### src/rtl/dsp_pkg.sv
`default_nettype none

package dsp_pkg;

    localparam int LANES            = 4;
    localparam int CODE_W           = 8;
    localparam int FFE_TAPS         = 3;
    localparam int WEIGHT_W         = 8;
    localparam int CHAN_TAPS        = 3;
    localparam int CHAN_W           = 6;
    localparam int FFE_SHIFT        = 6;
    localparam int EQ_W             = 10;
    localparam int ERR_W            = 12;
    localparam int FIFO_DEPTH       = 4;
    localparam int OUT_CREDITS_INIT = 2;

    // derived widths
    localparam int PROD_W     = CODE_W + WEIGHT_W;
    localparam int SUM_W      = PROD_W + $clog2(FFE_TAPS);
    localparam int EQ_MAX     = 2 ** (EQ_W - 1) - 1;
    localparam int EQ_MIN     = -(2 ** (EQ_W - 1));
    localparam int FIFO_PTR_W = $clog2(FIFO_DEPTH);
    localparam int FIFO_CNT_W = $clog2(FIFO_DEPTH + 1);
    // one bit above the initial credit so a surplus return shows up
    localparam int CREDIT_W   = $clog2(OUT_CREDITS_INIT + 1) + 1;

    typedef logic signed [CODE_W-1:0]   code_t;
    typedef logic signed [WEIGHT_W-1:0] weight_t;
    typedef logic signed [CHAN_W-1:0]   chan_t;
    typedef logic signed [EQ_W-1:0]     eq_t;
    typedef logic signed [ERR_W-1:0]    err_t;
    typedef logic signed [PROD_W-1:0]   prod_t;
    typedef logic signed [SUM_W-1:0]    sum_t;

    // lane 0 is the oldest sample
    typedef code_t [LANES-1:0]     adc_word_t;
    typedef eq_t [LANES-1:0]       eq_word_t;
    typedef weight_t [FFE_TAPS-1:0] weights_t;
    typedef chan_t [CHAN_TAPS-1:0] chan_est_t;

    typedef struct packed {
        logic [LANES-1:0] decision;
        err_t [LANES-1:0] error;
    } result_t;

    typedef struct packed {
        weight_t weight;
    } ffe_coef_t;

    typedef struct packed {
        logic [1:0] rsvd;
        chan_t      tap;
    } chan_coef_t;

    typedef union packed {
        ffe_coef_t  ffe;
        chan_coef_t chan;
    } cfg_word_t;

    typedef enum logic [1:0] {
        IDLE,
        LOAD_FFE,
        LOAD_CHAN,
        RUN
    } load_state_t;

endpackage

`default_nettype wire

### src/rtl/tap_counter.sv
`timescale 1ns/1ps
`default_nettype none

module tap_counter (
    input  logic       clk,
    input  logic       reset_i,
    input  logic       clear_i,
    input  logic       step_i,
    input  logic [1:0] last_count_i,
    output logic [1:0] count_o,
    output logic       last_o
);

    // flags the step that lands on the final tap of the group
    assign last_o = step_i && (count_o == last_count_i);

    always_ff @(posedge clk) begin
        if (reset_i || clear_i) begin
            count_o <= '0;
        end else if (step_i) begin
            if (last_o) begin
                count_o <= '0;
            end else begin
                count_o <= count_o + 2'd1;
            end
        end
    end

endmodule

`default_nettype wire

### src/rtl/coef_load_fsm.sv
`timescale 1ns/1ps
`default_nettype none

module coef_load_fsm (
    input  logic               clk,
    input  logic               reset_i,
    input  logic               cfg_valid_i,
    input  dsp_pkg::cfg_word_t cfg_word_i,
    output dsp_pkg::weights_t  weights_o,
    output dsp_pkg::chan_est_t chan_est_o,
    output logic               run_o
);

    import dsp_pkg::*;

    load_state_t state;
    load_state_t state_next;
    logic        load_step;
    logic        load_chan;
    logic [1:0]  tap_idx;
    logic [1:0]  tap_last_count;
    logic        tap_last;

    assign run_o          = (state == RUN);
    assign load_chan      = (state == LOAD_CHAN);
    assign load_step      = cfg_valid_i && !run_o;
    assign tap_last_count = load_chan ? 2'(CHAN_TAPS - 1) : 2'(FFE_TAPS - 1);

    tap_counter tap_counter_i (
        .clk          (clk),
        .reset_i      (reset_i),
        .clear_i      (run_o),
        .step_i       (load_step),
        .last_count_i (tap_last_count),
        .count_o      (tap_idx),
        .last_o       (tap_last)
    );

    always_comb begin
        state_next = state;
        case (state)
            IDLE: begin
                if (cfg_valid_i) begin
                    state_next = LOAD_FFE;
                end
            end
            LOAD_FFE: if (tap_last) state_next = LOAD_CHAN;
            LOAD_CHAN: if (tap_last) state_next = RUN;
            default: state_next = state;
        endcase
    end

    always_ff @(posedge clk) begin
        if (reset_i) begin
            state <= IDLE;
        end else begin
            state <= state_next;
        end
    end

    // the reserved bits are dropped and the tap keeps its own sign
    always_ff @(posedge clk) begin
        if (load_step && !load_chan) begin
            weights_o[tap_idx] <= cfg_word_i.ffe.weight;
        end
        if (load_step && load_chan) begin
            chan_est_o[tap_idx] <= cfg_word_i.chan.tap;
        end
    end

    assert property (@(posedge clk) disable iff (reset_i) !(cfg_valid_i && run_o))
        else $error("configuration word arrived after the run started");

endmodule

`default_nettype wire

### src/rtl/ffe_datapath.sv
`timescale 1ns/1ps
`default_nettype none

module ffe_datapath (
    input  logic               clk,
    input  logic               reset_i,
    input  logic               run_i,
    input  logic               adc_valid_i,
    input  dsp_pkg::adc_word_t adc_i,
    input  dsp_pkg::weights_t  weights_i,
    output logic               eq_valid_o,
    output dsp_pkg::eq_word_t  eq_o
);

    import dsp_pkg::*;

    logic                                   accept;
    code_t [FFE_TAPS-2:0]                   hist;
    code_t [LANES+FFE_TAPS-2:0]             x_ext;
    prod_t [LANES-1:0][FFE_TAPS-1:0]        prod_d;
    prod_t [LANES-1:0][FFE_TAPS-1:0]        prod_q;
    logic                                   prod_valid;
    sum_t [LANES-1:0]                       sum_d;
    sum_t [LANES-1:0]                       shifted_d;
    eq_word_t                               eq_d;

    assign accept = adc_valid_i && run_i;

    // previous word's tail sits below the current lanes
    assign x_ext = {adc_i, hist};

    always_comb begin
        for (int i = 0; i < LANES; i++) begin
            for (int k = 0; k < FFE_TAPS; k++) begin
                prod_d[i][k] = $signed(x_ext[i + FFE_TAPS - 1 - k]) * $signed(weights_i[k]);
            end
        end
    end

    always_comb begin
        for (int i = 0; i < LANES; i++) begin
            sum_d[i] = '0;
            for (int k = 0; k < FFE_TAPS; k++) begin
                sum_d[i] = $signed(sum_d[i]) + $signed(prod_q[i][k]);
            end
            shifted_d[i] = $signed(sum_d[i]) >>> FFE_SHIFT;
            // clip to the equalized range
            if ($signed(shifted_d[i]) > EQ_MAX) begin
                eq_d[i] = eq_t'(EQ_MAX);
            end else if ($signed(shifted_d[i]) < EQ_MIN) begin
                eq_d[i] = eq_t'(EQ_MIN);
            end else begin
                eq_d[i] = shifted_d[i][EQ_W-1:0];
            end
        end
    end

    always_ff @(posedge clk) begin
        if (accept) begin
            prod_q <= prod_d;
        end
        if (prod_valid) begin
            eq_o <= eq_d;
        end
    end

    always_ff @(posedge clk) begin
        if (reset_i) begin
            hist       <= '0;
            prod_valid <= 1'b0;
            eq_valid_o <= 1'b0;
        end else begin
            if (accept) begin
                hist <= adc_i[LANES-1:LANES-FFE_TAPS+1];
            end
            prod_valid <= accept;
            eq_valid_o <= prod_valid;
        end
    end

    assert property (@(posedge clk) disable iff (reset_i) adc_valid_i |-> run_i)
        else $error("ADC word sent before coefficients were loaded");

endmodule

`default_nettype wire

### src/rtl/decision_error_unit.sv
`timescale 1ns/1ps
`default_nettype none

module decision_error_unit (
    input  logic               clk,
    input  logic               reset_i,
    input  logic               eq_valid_i,
    input  dsp_pkg::eq_word_t  eq_i,
    input  dsp_pkg::chan_est_t chan_est_i,
    output logic               res_valid_o,
    output dsp_pkg::result_t   res_o
);

    import dsp_pkg::*;

    logic [LANES-1:0]           dec_d;
    logic [CHAN_TAPS-2:0]       dec_hist;
    logic [LANES+CHAN_TAPS-2:0] dec_ext;
    err_t [LANES-1:0]           est_d;
    err_t [LANES-1:0]           err_d;

    // zero and above slice to +1
    always_comb begin
        for (int i = 0; i < LANES; i++) begin
            dec_d[i] = ~eq_i[i][EQ_W-1];
        end
    end

    assign dec_ext = {dec_d, dec_hist};

    // channel estimate applied to the +1/-1 symbols, then removed from the sample
    always_comb begin
        for (int i = 0; i < LANES; i++) begin
            est_d[i] = '0;
            for (int k = 0; k < CHAN_TAPS; k++) begin
                if (dec_ext[i + CHAN_TAPS - 1 - k]) begin
                    est_d[i] = $signed(est_d[i]) + $signed(chan_est_i[k]);
                end else begin
                    est_d[i] = $signed(est_d[i]) - $signed(chan_est_i[k]);
                end
            end
            err_d[i] = $signed(eq_i[i]) - $signed(est_d[i]);
        end
    end

    always_ff @(posedge clk) begin
        if (eq_valid_i) begin
            res_o.decision <= dec_d;
            res_o.error    <= err_d;
        end
    end

    // history resets to -1 symbols
    always_ff @(posedge clk) begin
        if (reset_i) begin
            dec_hist    <= '0;
            res_valid_o <= 1'b0;
        end else begin
            if (eq_valid_i) begin
                dec_hist <= dec_d[LANES-1:LANES-CHAN_TAPS+1];
            end
            res_valid_o <= eq_valid_i;
        end
    end

endmodule

`default_nettype wire

### src/rtl/credit_out_stage.sv
`timescale 1ns/1ps
`default_nettype none

module credit_out_stage (
    input  logic             clk,
    input  logic             reset_i,
    input  logic             wr_valid_i,
    input  dsp_pkg::result_t wr_data_i,
    input  logic             out_credit_i,
    output logic             res_valid_o,
    output dsp_pkg::result_t res_o,
    output logic             in_credit_o
);

    import dsp_pkg::*;

    result_t               fifo_mem [FIFO_DEPTH];
    logic [FIFO_PTR_W-1:0] wr_ptr;
    logic [FIFO_PTR_W-1:0] rd_ptr;
    logic [FIFO_CNT_W-1:0] fifo_cnt;
    logic [CREDIT_W-1:0]   credit_cnt;
    logic                  has_data;
    logic                  pop;
    result_t               head;

    assign has_data = (fifo_cnt != '0) || wr_valid_i;
    assign pop      = has_data && (credit_cnt != '0);
    // empty FIFO forwards the incoming result straight to the output register
    assign head     = (fifo_cnt == '0) ? wr_data_i : fifo_mem[rd_ptr];

    always_ff @(posedge clk) begin
        if (wr_valid_i) begin
            fifo_mem[wr_ptr] <= wr_data_i;
        end
        if (pop) begin
            res_o <= head;
        end
    end

    always_ff @(posedge clk) begin
        if (reset_i) begin
            wr_ptr      <= '0;
            rd_ptr      <= '0;
            fifo_cnt    <= '0;
            credit_cnt  <= CREDIT_W'(OUT_CREDITS_INIT);
            res_valid_o <= 1'b0;
            in_credit_o <= 1'b0;
        end else begin
            if (wr_valid_i) begin
                wr_ptr <= wr_ptr + 1'b1;
            end
            if (pop) begin
                rd_ptr <= rd_ptr + 1'b1;
            end
            fifo_cnt    <= fifo_cnt + FIFO_CNT_W'(wr_valid_i) - FIFO_CNT_W'(pop);
            // spend and return may land in the same cycle
            credit_cnt  <= credit_cnt + CREDIT_W'(out_credit_i) - CREDIT_W'(pop);
            res_valid_o <= pop;
            in_credit_o <= pop;
        end
    end

    assert property (@(posedge clk) disable iff (reset_i)
        !(wr_valid_i && (fifo_cnt == FIFO_DEPTH)))
        else $error("result written into a full FIFO");

    assert property (@(posedge clk) disable iff (reset_i) credit_cnt <= OUT_CREDITS_INIT)
        else $error("downstream returned more credits than it was given");

endmodule

`default_nettype wire

### src/rtl/dsp_rx_top.sv
`timescale 1ns/1ps
`default_nettype none

module dsp_rx_top (
    input  logic               clk,
    input  logic               reset_i,
    input  logic               cfg_valid_i,
    input  dsp_pkg::cfg_word_t cfg_word_i,
    input  logic               adc_valid_i,
    input  dsp_pkg::adc_word_t adc_i,
    input  logic               out_credit_i,
    output logic               run_o,
    output logic               in_credit_o,
    output logic               res_valid_o,
    output dsp_pkg::result_t   res_o
);

    import dsp_pkg::*;

    weights_t  weights;
    chan_est_t chan_est;
    logic      eq_valid;
    eq_word_t  eq_word;
    logic      dec_valid;
    result_t   dec_result;

    coef_load_fsm coef_load_fsm_i (
        .clk         (clk),
        .reset_i     (reset_i),
        .cfg_valid_i (cfg_valid_i),
        .cfg_word_i  (cfg_word_i),
        .weights_o   (weights),
        .chan_est_o  (chan_est),
        .run_o       (run_o)
    );

    ffe_datapath ffe_datapath_i (
        .clk         (clk),
        .reset_i     (reset_i),
        .run_i       (run_o),
        .adc_valid_i (adc_valid_i),
        .adc_i       (adc_i),
        .weights_i   (weights),
        .eq_valid_o  (eq_valid),
        .eq_o        (eq_word)
    );

    decision_error_unit decision_error_unit_i (
        .clk         (clk),
        .reset_i     (reset_i),
        .eq_valid_i  (eq_valid),
        .eq_i        (eq_word),
        .chan_est_i  (chan_est),
        .res_valid_o (dec_valid),
        .res_o       (dec_result)
    );

    // FIFO pops feed back to the ADC side as credits
    credit_out_stage credit_out_stage_i (
        .clk          (clk),
        .reset_i      (reset_i),
        .wr_valid_i   (dec_valid),
        .wr_data_i    (dec_result),
        .out_credit_i (out_credit_i),
        .res_valid_o  (res_valid_o),
        .res_o        (res_o),
        .in_credit_o  (in_credit_o)
    );

endmodule

`default_nettype wire

### config.mk
export PLATFORM = sky130hd
export DESIGN_NAME = dsp_rx_top
export DESIGN_NICKNAME = d
export VERILOG_FILES = /design/src/rtl/dsp_pkg.sv /design/src/rtl/tap_counter.sv /design/src/rtl/coef_load_fsm.sv /design/src/rtl/ffe_datapath.sv /design/src/rtl/decision_error_unit.sv /design/src/rtl/credit_out_stage.sv /design/src/rtl/dsp_rx_top.sv
export SDC_FILE = /design/constraint.sdc
export NUM_CORES = 2
export LEC_CHECK = 0
export BUFFER_PORTS_ARGS = -buffer_cell sky130_fd_sc_hd__buf_2
export CAP_MARGIN = 0
export CORE_ASPECT_RATIO = 1.2
export CORE_MARGIN = 4
export CORE_UTILIZATION = 55
export CTS_BUF_LIST = sky130_fd_sc_hd__clkbuf_8
export DETAILED_ROUTE_END_ITERATION = 16
export HOLD_SLACK_MARGIN = 0.02
export PLACE_DENSITY = 0.76
export SYNTH_ARGS = -nofsm -noshare
export SYNTH_HDL_FRONTEND = slang
export SYNTH_SLANG_ARGS = --single-unit
### constraint.sdc
create_clock -name clk -period 13.1 [get_ports clk]
set_input_delay 1.31 -clock clk [delete_from_list [all_inputs] [get_ports clk]]
set_output_delay 1.31 -clock clk [all_outputs]
set_load 0.05 [all_outputs]
# Word level (Yosys, flattened, before mapping)
# Memories as Yosys holds them, arrays and structs flattened. A register that Yosys moved wholly into a read port is not among the register bits.
# Cells that the tools add are included.
[totals]
register_bits = 414
mem_bits_rw = 208
inputBits = 45
output_inout_bits = 55
word_cells = 164
mem_count = 1
[memory_table]
columns = ["name", "words", "width", "rd", "rd_clocked_by_memory_dff", "write_ports", "line", "text"]
rows = [
  ["credit_out_stage_i.fifo_mem", 4, 52, 1, 1, 1, "credit_out_stage.sv:17", "result_t fifo_mem [FIFO_DEPTH];"],
]
[classes]
addsub = 36
n_mul = 12
magnitude_cmp = 10
eq_ne = 7
n_mux = 32
bitwise_logic = 4
reduce_logical = 17
[op_table]
columns = ["cell", "count"]
rows = [
  ["8-bit by 8-bit multiplier with 16-bit output", 12],
  ["12-bit 2-to-1 mux", 12],
  ["12-bit by 6-bit adder with 12-bit output", 8],
  ["12-bit by 6-bit subtractor with 12-bit output", 8],
  ["17-bit by 16-bit adder with 18-bit output", 4],
  ["16-bit by 16-bit adder with 17-bit output", 4],
  ["52-bit 2-to-1 mux", 1],
  ["12-bit by 10-bit greater-than comparator with 1-bit output, second input constant", 4],
  ["12-bit by 10-bit less-than comparator with 1-bit output, second input constant", 4],
  ["10-bit by 12-bit subtractor with 12-bit output", 4],
  ["10-bit 2-to-1 mux", 4],
  ["24-bit bitwise mux", 1],
  ["18-bit bitwise mux", 1],
  ["8-bit demux with 2-bit select", 1],
  ["6-bit demux with 2-bit select", 1],
  ["2-bit 2-to-1 mux", 6],
  ["3-bit nonzero test", 3],
  ["8-bit 2-to-1 mux", 1],
  ["1-bit logical AND", 7],
  ["1-bit by 6-bit subtractor with 7-bit output, first input constant", 1],
  ["2-bit by 1-bit adder with 2-bit output, second input constant", 3],
  ["3-bit by 1-bit adder with 3-bit output", 2],
  ["2-bit equality test, second input constant", 3],
  ["6-bit 2-to-1 mux", 1],
  ["other kinds (13)", 22],
]

# Depth between registers and ports, before layout
[logic_depth]
ltp_word = 7
ltp_mapped = 25

# Modules after synthesis
# A second synthesis with hierarchy kept.
[unflattened]
hier_cells = 5876
hier_area_um2 = 62502.4
[modules_own_cells]
columns = ["mod", "instances", "cells_per_inst", "area_each_um2", "seq_area_each_um2"]
rows = [
  ["ffe_datapath", 1, 4383, 42426.9, 7327.0],
  ["credit_out_stage", 1, 448, 10351.2, 8067.7],
  ["decision_error_unit", 1, 955, 8090.3, 1621.6],
  ["coef_load_fsm", 1, 73, 1498.9, 1301.2],
  ["tap_counter", 1, 17, 135.1, 40.0],
]

# Least setup slack after synthesis
# OpenSTA, ideal clock, no wires.
[synth_path]
path_kind = "input to register"
start = "in adc_valid_i"
end = "reg ffe_datapath_i.prod_q[0] in the netlist's numbering, enable pin"
setup_time_ps = 631
arrival_time_ps = 7014
t_required_ps = 12469
setup_slack_ps = 5455
stages = 3
path_buffers = 1
path_cell_list = "nand2_1 > clkinv_1 > buf_1"
[synth_between]
elab_chain_cells = 1
[synth_lines]
columns = ["item", "line", "text"]
rows = [
  ["from (decl)", "dsp_rx_top.sv:9", "input logic adc_valid_i,"],
  ["1-bit logical AND", "ffe_datapath.sv:27", "assign accept = adc_valid_i && run_i;"],
  ["net ffe_datapath_i.accept", "ffe_datapath.sv:17", "logic accept;"],
  ["to (signal assigned)", "ffe_datapath.sv:60", "prod_q <= prod_d;"],
  ["to (decl)", "ffe_datapath.sv:21", "prod_t [LANES-1:0][FFE_TAPS-1:0] prod_q;"],
]
# The timed path passes the listed nets, and every way through them passes these cells.
# A chain may end at the register's enable or synchronous reset.

==> results_dict.tcl <==
set metrics [dict create \
    outcome "complete, no violations" \
    viasPerCell 5.48 \
    io_buffers 99 \
    power_mw 9.71 \
    synth_edf_count 586 \
    vias 39100 \
    final_common_cell "inv_1" \
    first_iter_violations 2258 \
    chipWidth_um 311 \
    synth-main-ff-cell "edfxtp_1" \
    dp_hpwl_um 101000 \
    grt_pass1_wl_um 216000 \
    rows 133 \
    cts_setup_buffers 0 \
    skew_ns 0.0432 \
    initial_utilization_pct 55.4 \
    path_common_cell "fa_1" \
    placed_cell_area_um2 62700 \
    htreeDepth 3 \
    rsz0062_at_grt "no" \
    grt_antenna_before_repair 15 \
    critical-path-slowest-cell "edfxtp_1" \
    layout_common_cells "inv_1 (1001), fa_1 (734), edfxtp_1 (586), ha_1 (550), and2_1 (465)" \
    wirelength_um 132000 \
    place_inst 6949 \
    ctsHoldBuffers 0 \
    grt_util_all_layers_pct 23.5 \
    die_h_um 372 \
    path_clk_slew_ns 0.06 \
    yosysUniqueCellTypes 91 \
    layout_setup_ws_ns 7.23 \
    synth_cells 5567 \
    num_io_pins 100 \
    drc_errors 0 \
    place_congestion 0.916 \
    fill_cells 8852 \
    fp.dieArea_um2 116000 \
    worst-path-stages 18 \
    syn_avg_cell_area_um2 10.9 \
    cts_buffers 101 \
    ant_nets 0 \
    netlist_area_um2 60800 \
    cp_top_family "adder cells" \
    ys_seq_area_share_pct 30.2 \
    fin_util_pct 59.1 \
    grt_max_degree 144 \
    crit_fanout 17 \
    multi_input_area_um2 38100 \
    instances_no_fill 7137 \
    slew-limit-headroom_pct 22.2 \
    crit_required_ns 13.58 \
    stdcell_area_um2 64800 \
    post_cts_resized 0 \
    crit_buf_inv 4 \
    crit_chain "buf_4 > nand2b_1 > fa_1 > fa_1 > inv_1 > fa_1 > inv_1 > fa_1 > inv_1 > ha_1 > o21ai_0 > a21boi_0 > o21ai_0 > a21boi_0 > o21ai_0 > a21boi_0 > nor4_1 > a311o_1" \
    grt-ovfl-total 0 \
    maxSlewViolCount 0 \
    setup-violations-final 0 \
    cts_tree "built" \
    end_kind "flip-flop" \
    maxCapViolations 0 \
    worstSetupPathType "reg2reg" \
    finalSetupTns_ns 0 \
    drt_first_pass_iters 6 \
    worstSkewPairLatency_ns 0.74 \
    ir_drop_uv 148 \
    max_stage_delay_ns 1.01 \
    startpoint_type "flip-flop" \
    seq_area_um2 18400 \
    drive_gt1_share_pct 7.73 \
    clk_path_buf_depth 3 \
    post-route-period-util_pct 44.8 \
    tightestPinTransition_ns 1.14 \
    crit_arrival_ns 6.35 \
    grt_pass1_vias 41000 \
    num-nets-final 6964 \
    async_flop_share_pct 0 \
    hp-class "reg2reg" \
    power_density_nw_per_um2 150 \
    reg2regPathDepth 18 \
    power_leakage_nw 27.9 \
    yosysWarnings 0 \
    dp_slack_ns 6.90 \
    core_um2 110000 \
    whs_path_depth 2 \
    clock.fmax_mhz 170 \
    routedWlPerCell_um 18.5 \
    clockRootBuffer "clkbuf_8" \
    area_delta_synth_final_pct 6.61 \
    clock_sinks 624 \
    hold_ws_ns 0.466 \
    hold_viol_final 0 \
    syn_nets 6896 \
    ys_ff_latch 624 \
    finalCriticalPeriod_ns 5.87 \
]
==> synth_stat cells, types with 11 or more instances <==
master,number,area [um^2]
nor2_1,216,811
clkbuf_1,151,567
o21ai_0,135,676
dfxtp_1,38,761
mux2_2,56,631
o211ai_1,12,90.1
xor2_1,68,596
inv_1,973,3650
edfxtp_1,586,17600
a21oi_1,200,1000
nand2b_1,105,657
a21boi_0,38,285
buf_1,14,52.6
o21bai_1,33,248
nand3_1,44,220
nor3_1,44,220
nor2b_1,57,357
ha_1,550,6880
mux2i_1,17,170
xnor2_1,286,2500
fa_1,734,14700
a21o_1,62,465
and2_1,469,2930
o21a_1,29,218
mux4_2,52,1170
o2111ai_1,11,96.3
nand2_1,390,1460
==> final timing paths <==
| kind | slack, ns | from | to |
|---|---|---|---|
| worst min register to register | 0.47 | ffe_datapath_i.hist[12] | ffe_datapath_i.hist[12] |
| worst max register to register | 7.23 | coef_load_fsm_i.weights_o[7] | ffe_datapath_i.prod_q[158] |
| worst min-delay path | 0.47 | ffe_datapath_i.hist[12] | ffe_datapath_i.hist[12] |
| worst max-delay path | 7.23 | coef_load_fsm_i.weights_o[7] | ffe_datapath_i.prod_q[158] |
==> routing by layer <==
| metal | GRT usage (%) | routed length (um) | vias up |
|---|---|---|---|
| li1 | - | - | 18200 |
| met1 | 29.8 | 53200 | 19500 |
| met2 | 41.6 | 66200 | 1107 |
| met3 | 3.31 | 7610 | 277 |
| met4 | 8.25 | 4950 | 8 |
| met5 | 0 | 62 | - |
==> worst min-delay path, delay by kind of cell (launching register included) <==
kind               cells  cell delay [ns]
DFF                    1             0.31
and+or+nand+nor        1             0.05
AOI/OAI and AO/OA      1             0.05
==> layout make-up <==
cell class / instances / share of cell area [%]
clock buffer: 112 / 2.38
timing repair buffer: 141 / 1.25
inverter: 975 / 5.66
antenna: 5 / 0.0193
sequential: 624 / 28.4
tap: 1417 / 2.74
clock inverter: 71 / 0.819
multi-input combinational: 3792 / 58.8
==> state kept, by name, indices dropped and copies added (netlist names), named ones only <==
signal and flops:
coef_load_fsm_i.chan_est_o 18, coef_load_fsm_i.state 2, coef_load_fsm_i.tap_counter_i.count_o 2, coef_load_fsm_i.weights_o 24, credit_out_stage_i.credit_cnt 3, credit_out_stage_i.fifo_cnt 3
credit_out_stage_i.fifo_mem 208, credit_out_stage_i.rd_ptr 2, credit_out_stage_i.res_o 52, credit_out_stage_i.res_valid_o 1, credit_out_stage_i.wr_ptr 2, decision_error_unit_i.dec_hist 2
decision_error_unit_i.res_o 52, decision_error_unit_i.res_valid_o 1, ffe_datapath_i.eq_o 40, ffe_datapath_i.eq_valid_o 1, ffe_datapath_i.hist 16, ffe_datapath_i.prod_q 192
ffe_datapath_i.prod_valid 1
==> kinds of logic (layout without fill, tap and decap cells) <==
| group | Yosys count | count (layout) | share of synthesized area (%) |
|---|---|---|---|
| compound gates | 637 | 637 | 6.85 |
| mux | 125 | 125 | 3.25 |
| other cells | 0 | 5 | 0 |
| flops | 624 | 624 | 30.2 |
| fa+ha+maj | 1285 | 1285 | 35.5 |
| buf+inv | 1151 | 1299 | 7.16 |
| xor+xnor | 359 | 359 | 5.28 |
| simple gates | 1386 | 1386 | 11.7 |
==> power by group <==
part | leakage [nW] | switching (mW) | internal (mW)
combinational | 21.1 | 3.04 | 2.25
sequential | 5.59 | 0.0659 | 2.62
clock | 1.14 | 0.802 | 0.928
total | 27.9 | 3.91 | 5.80
No activity file was read; power rests on OpenSTA's default activity.
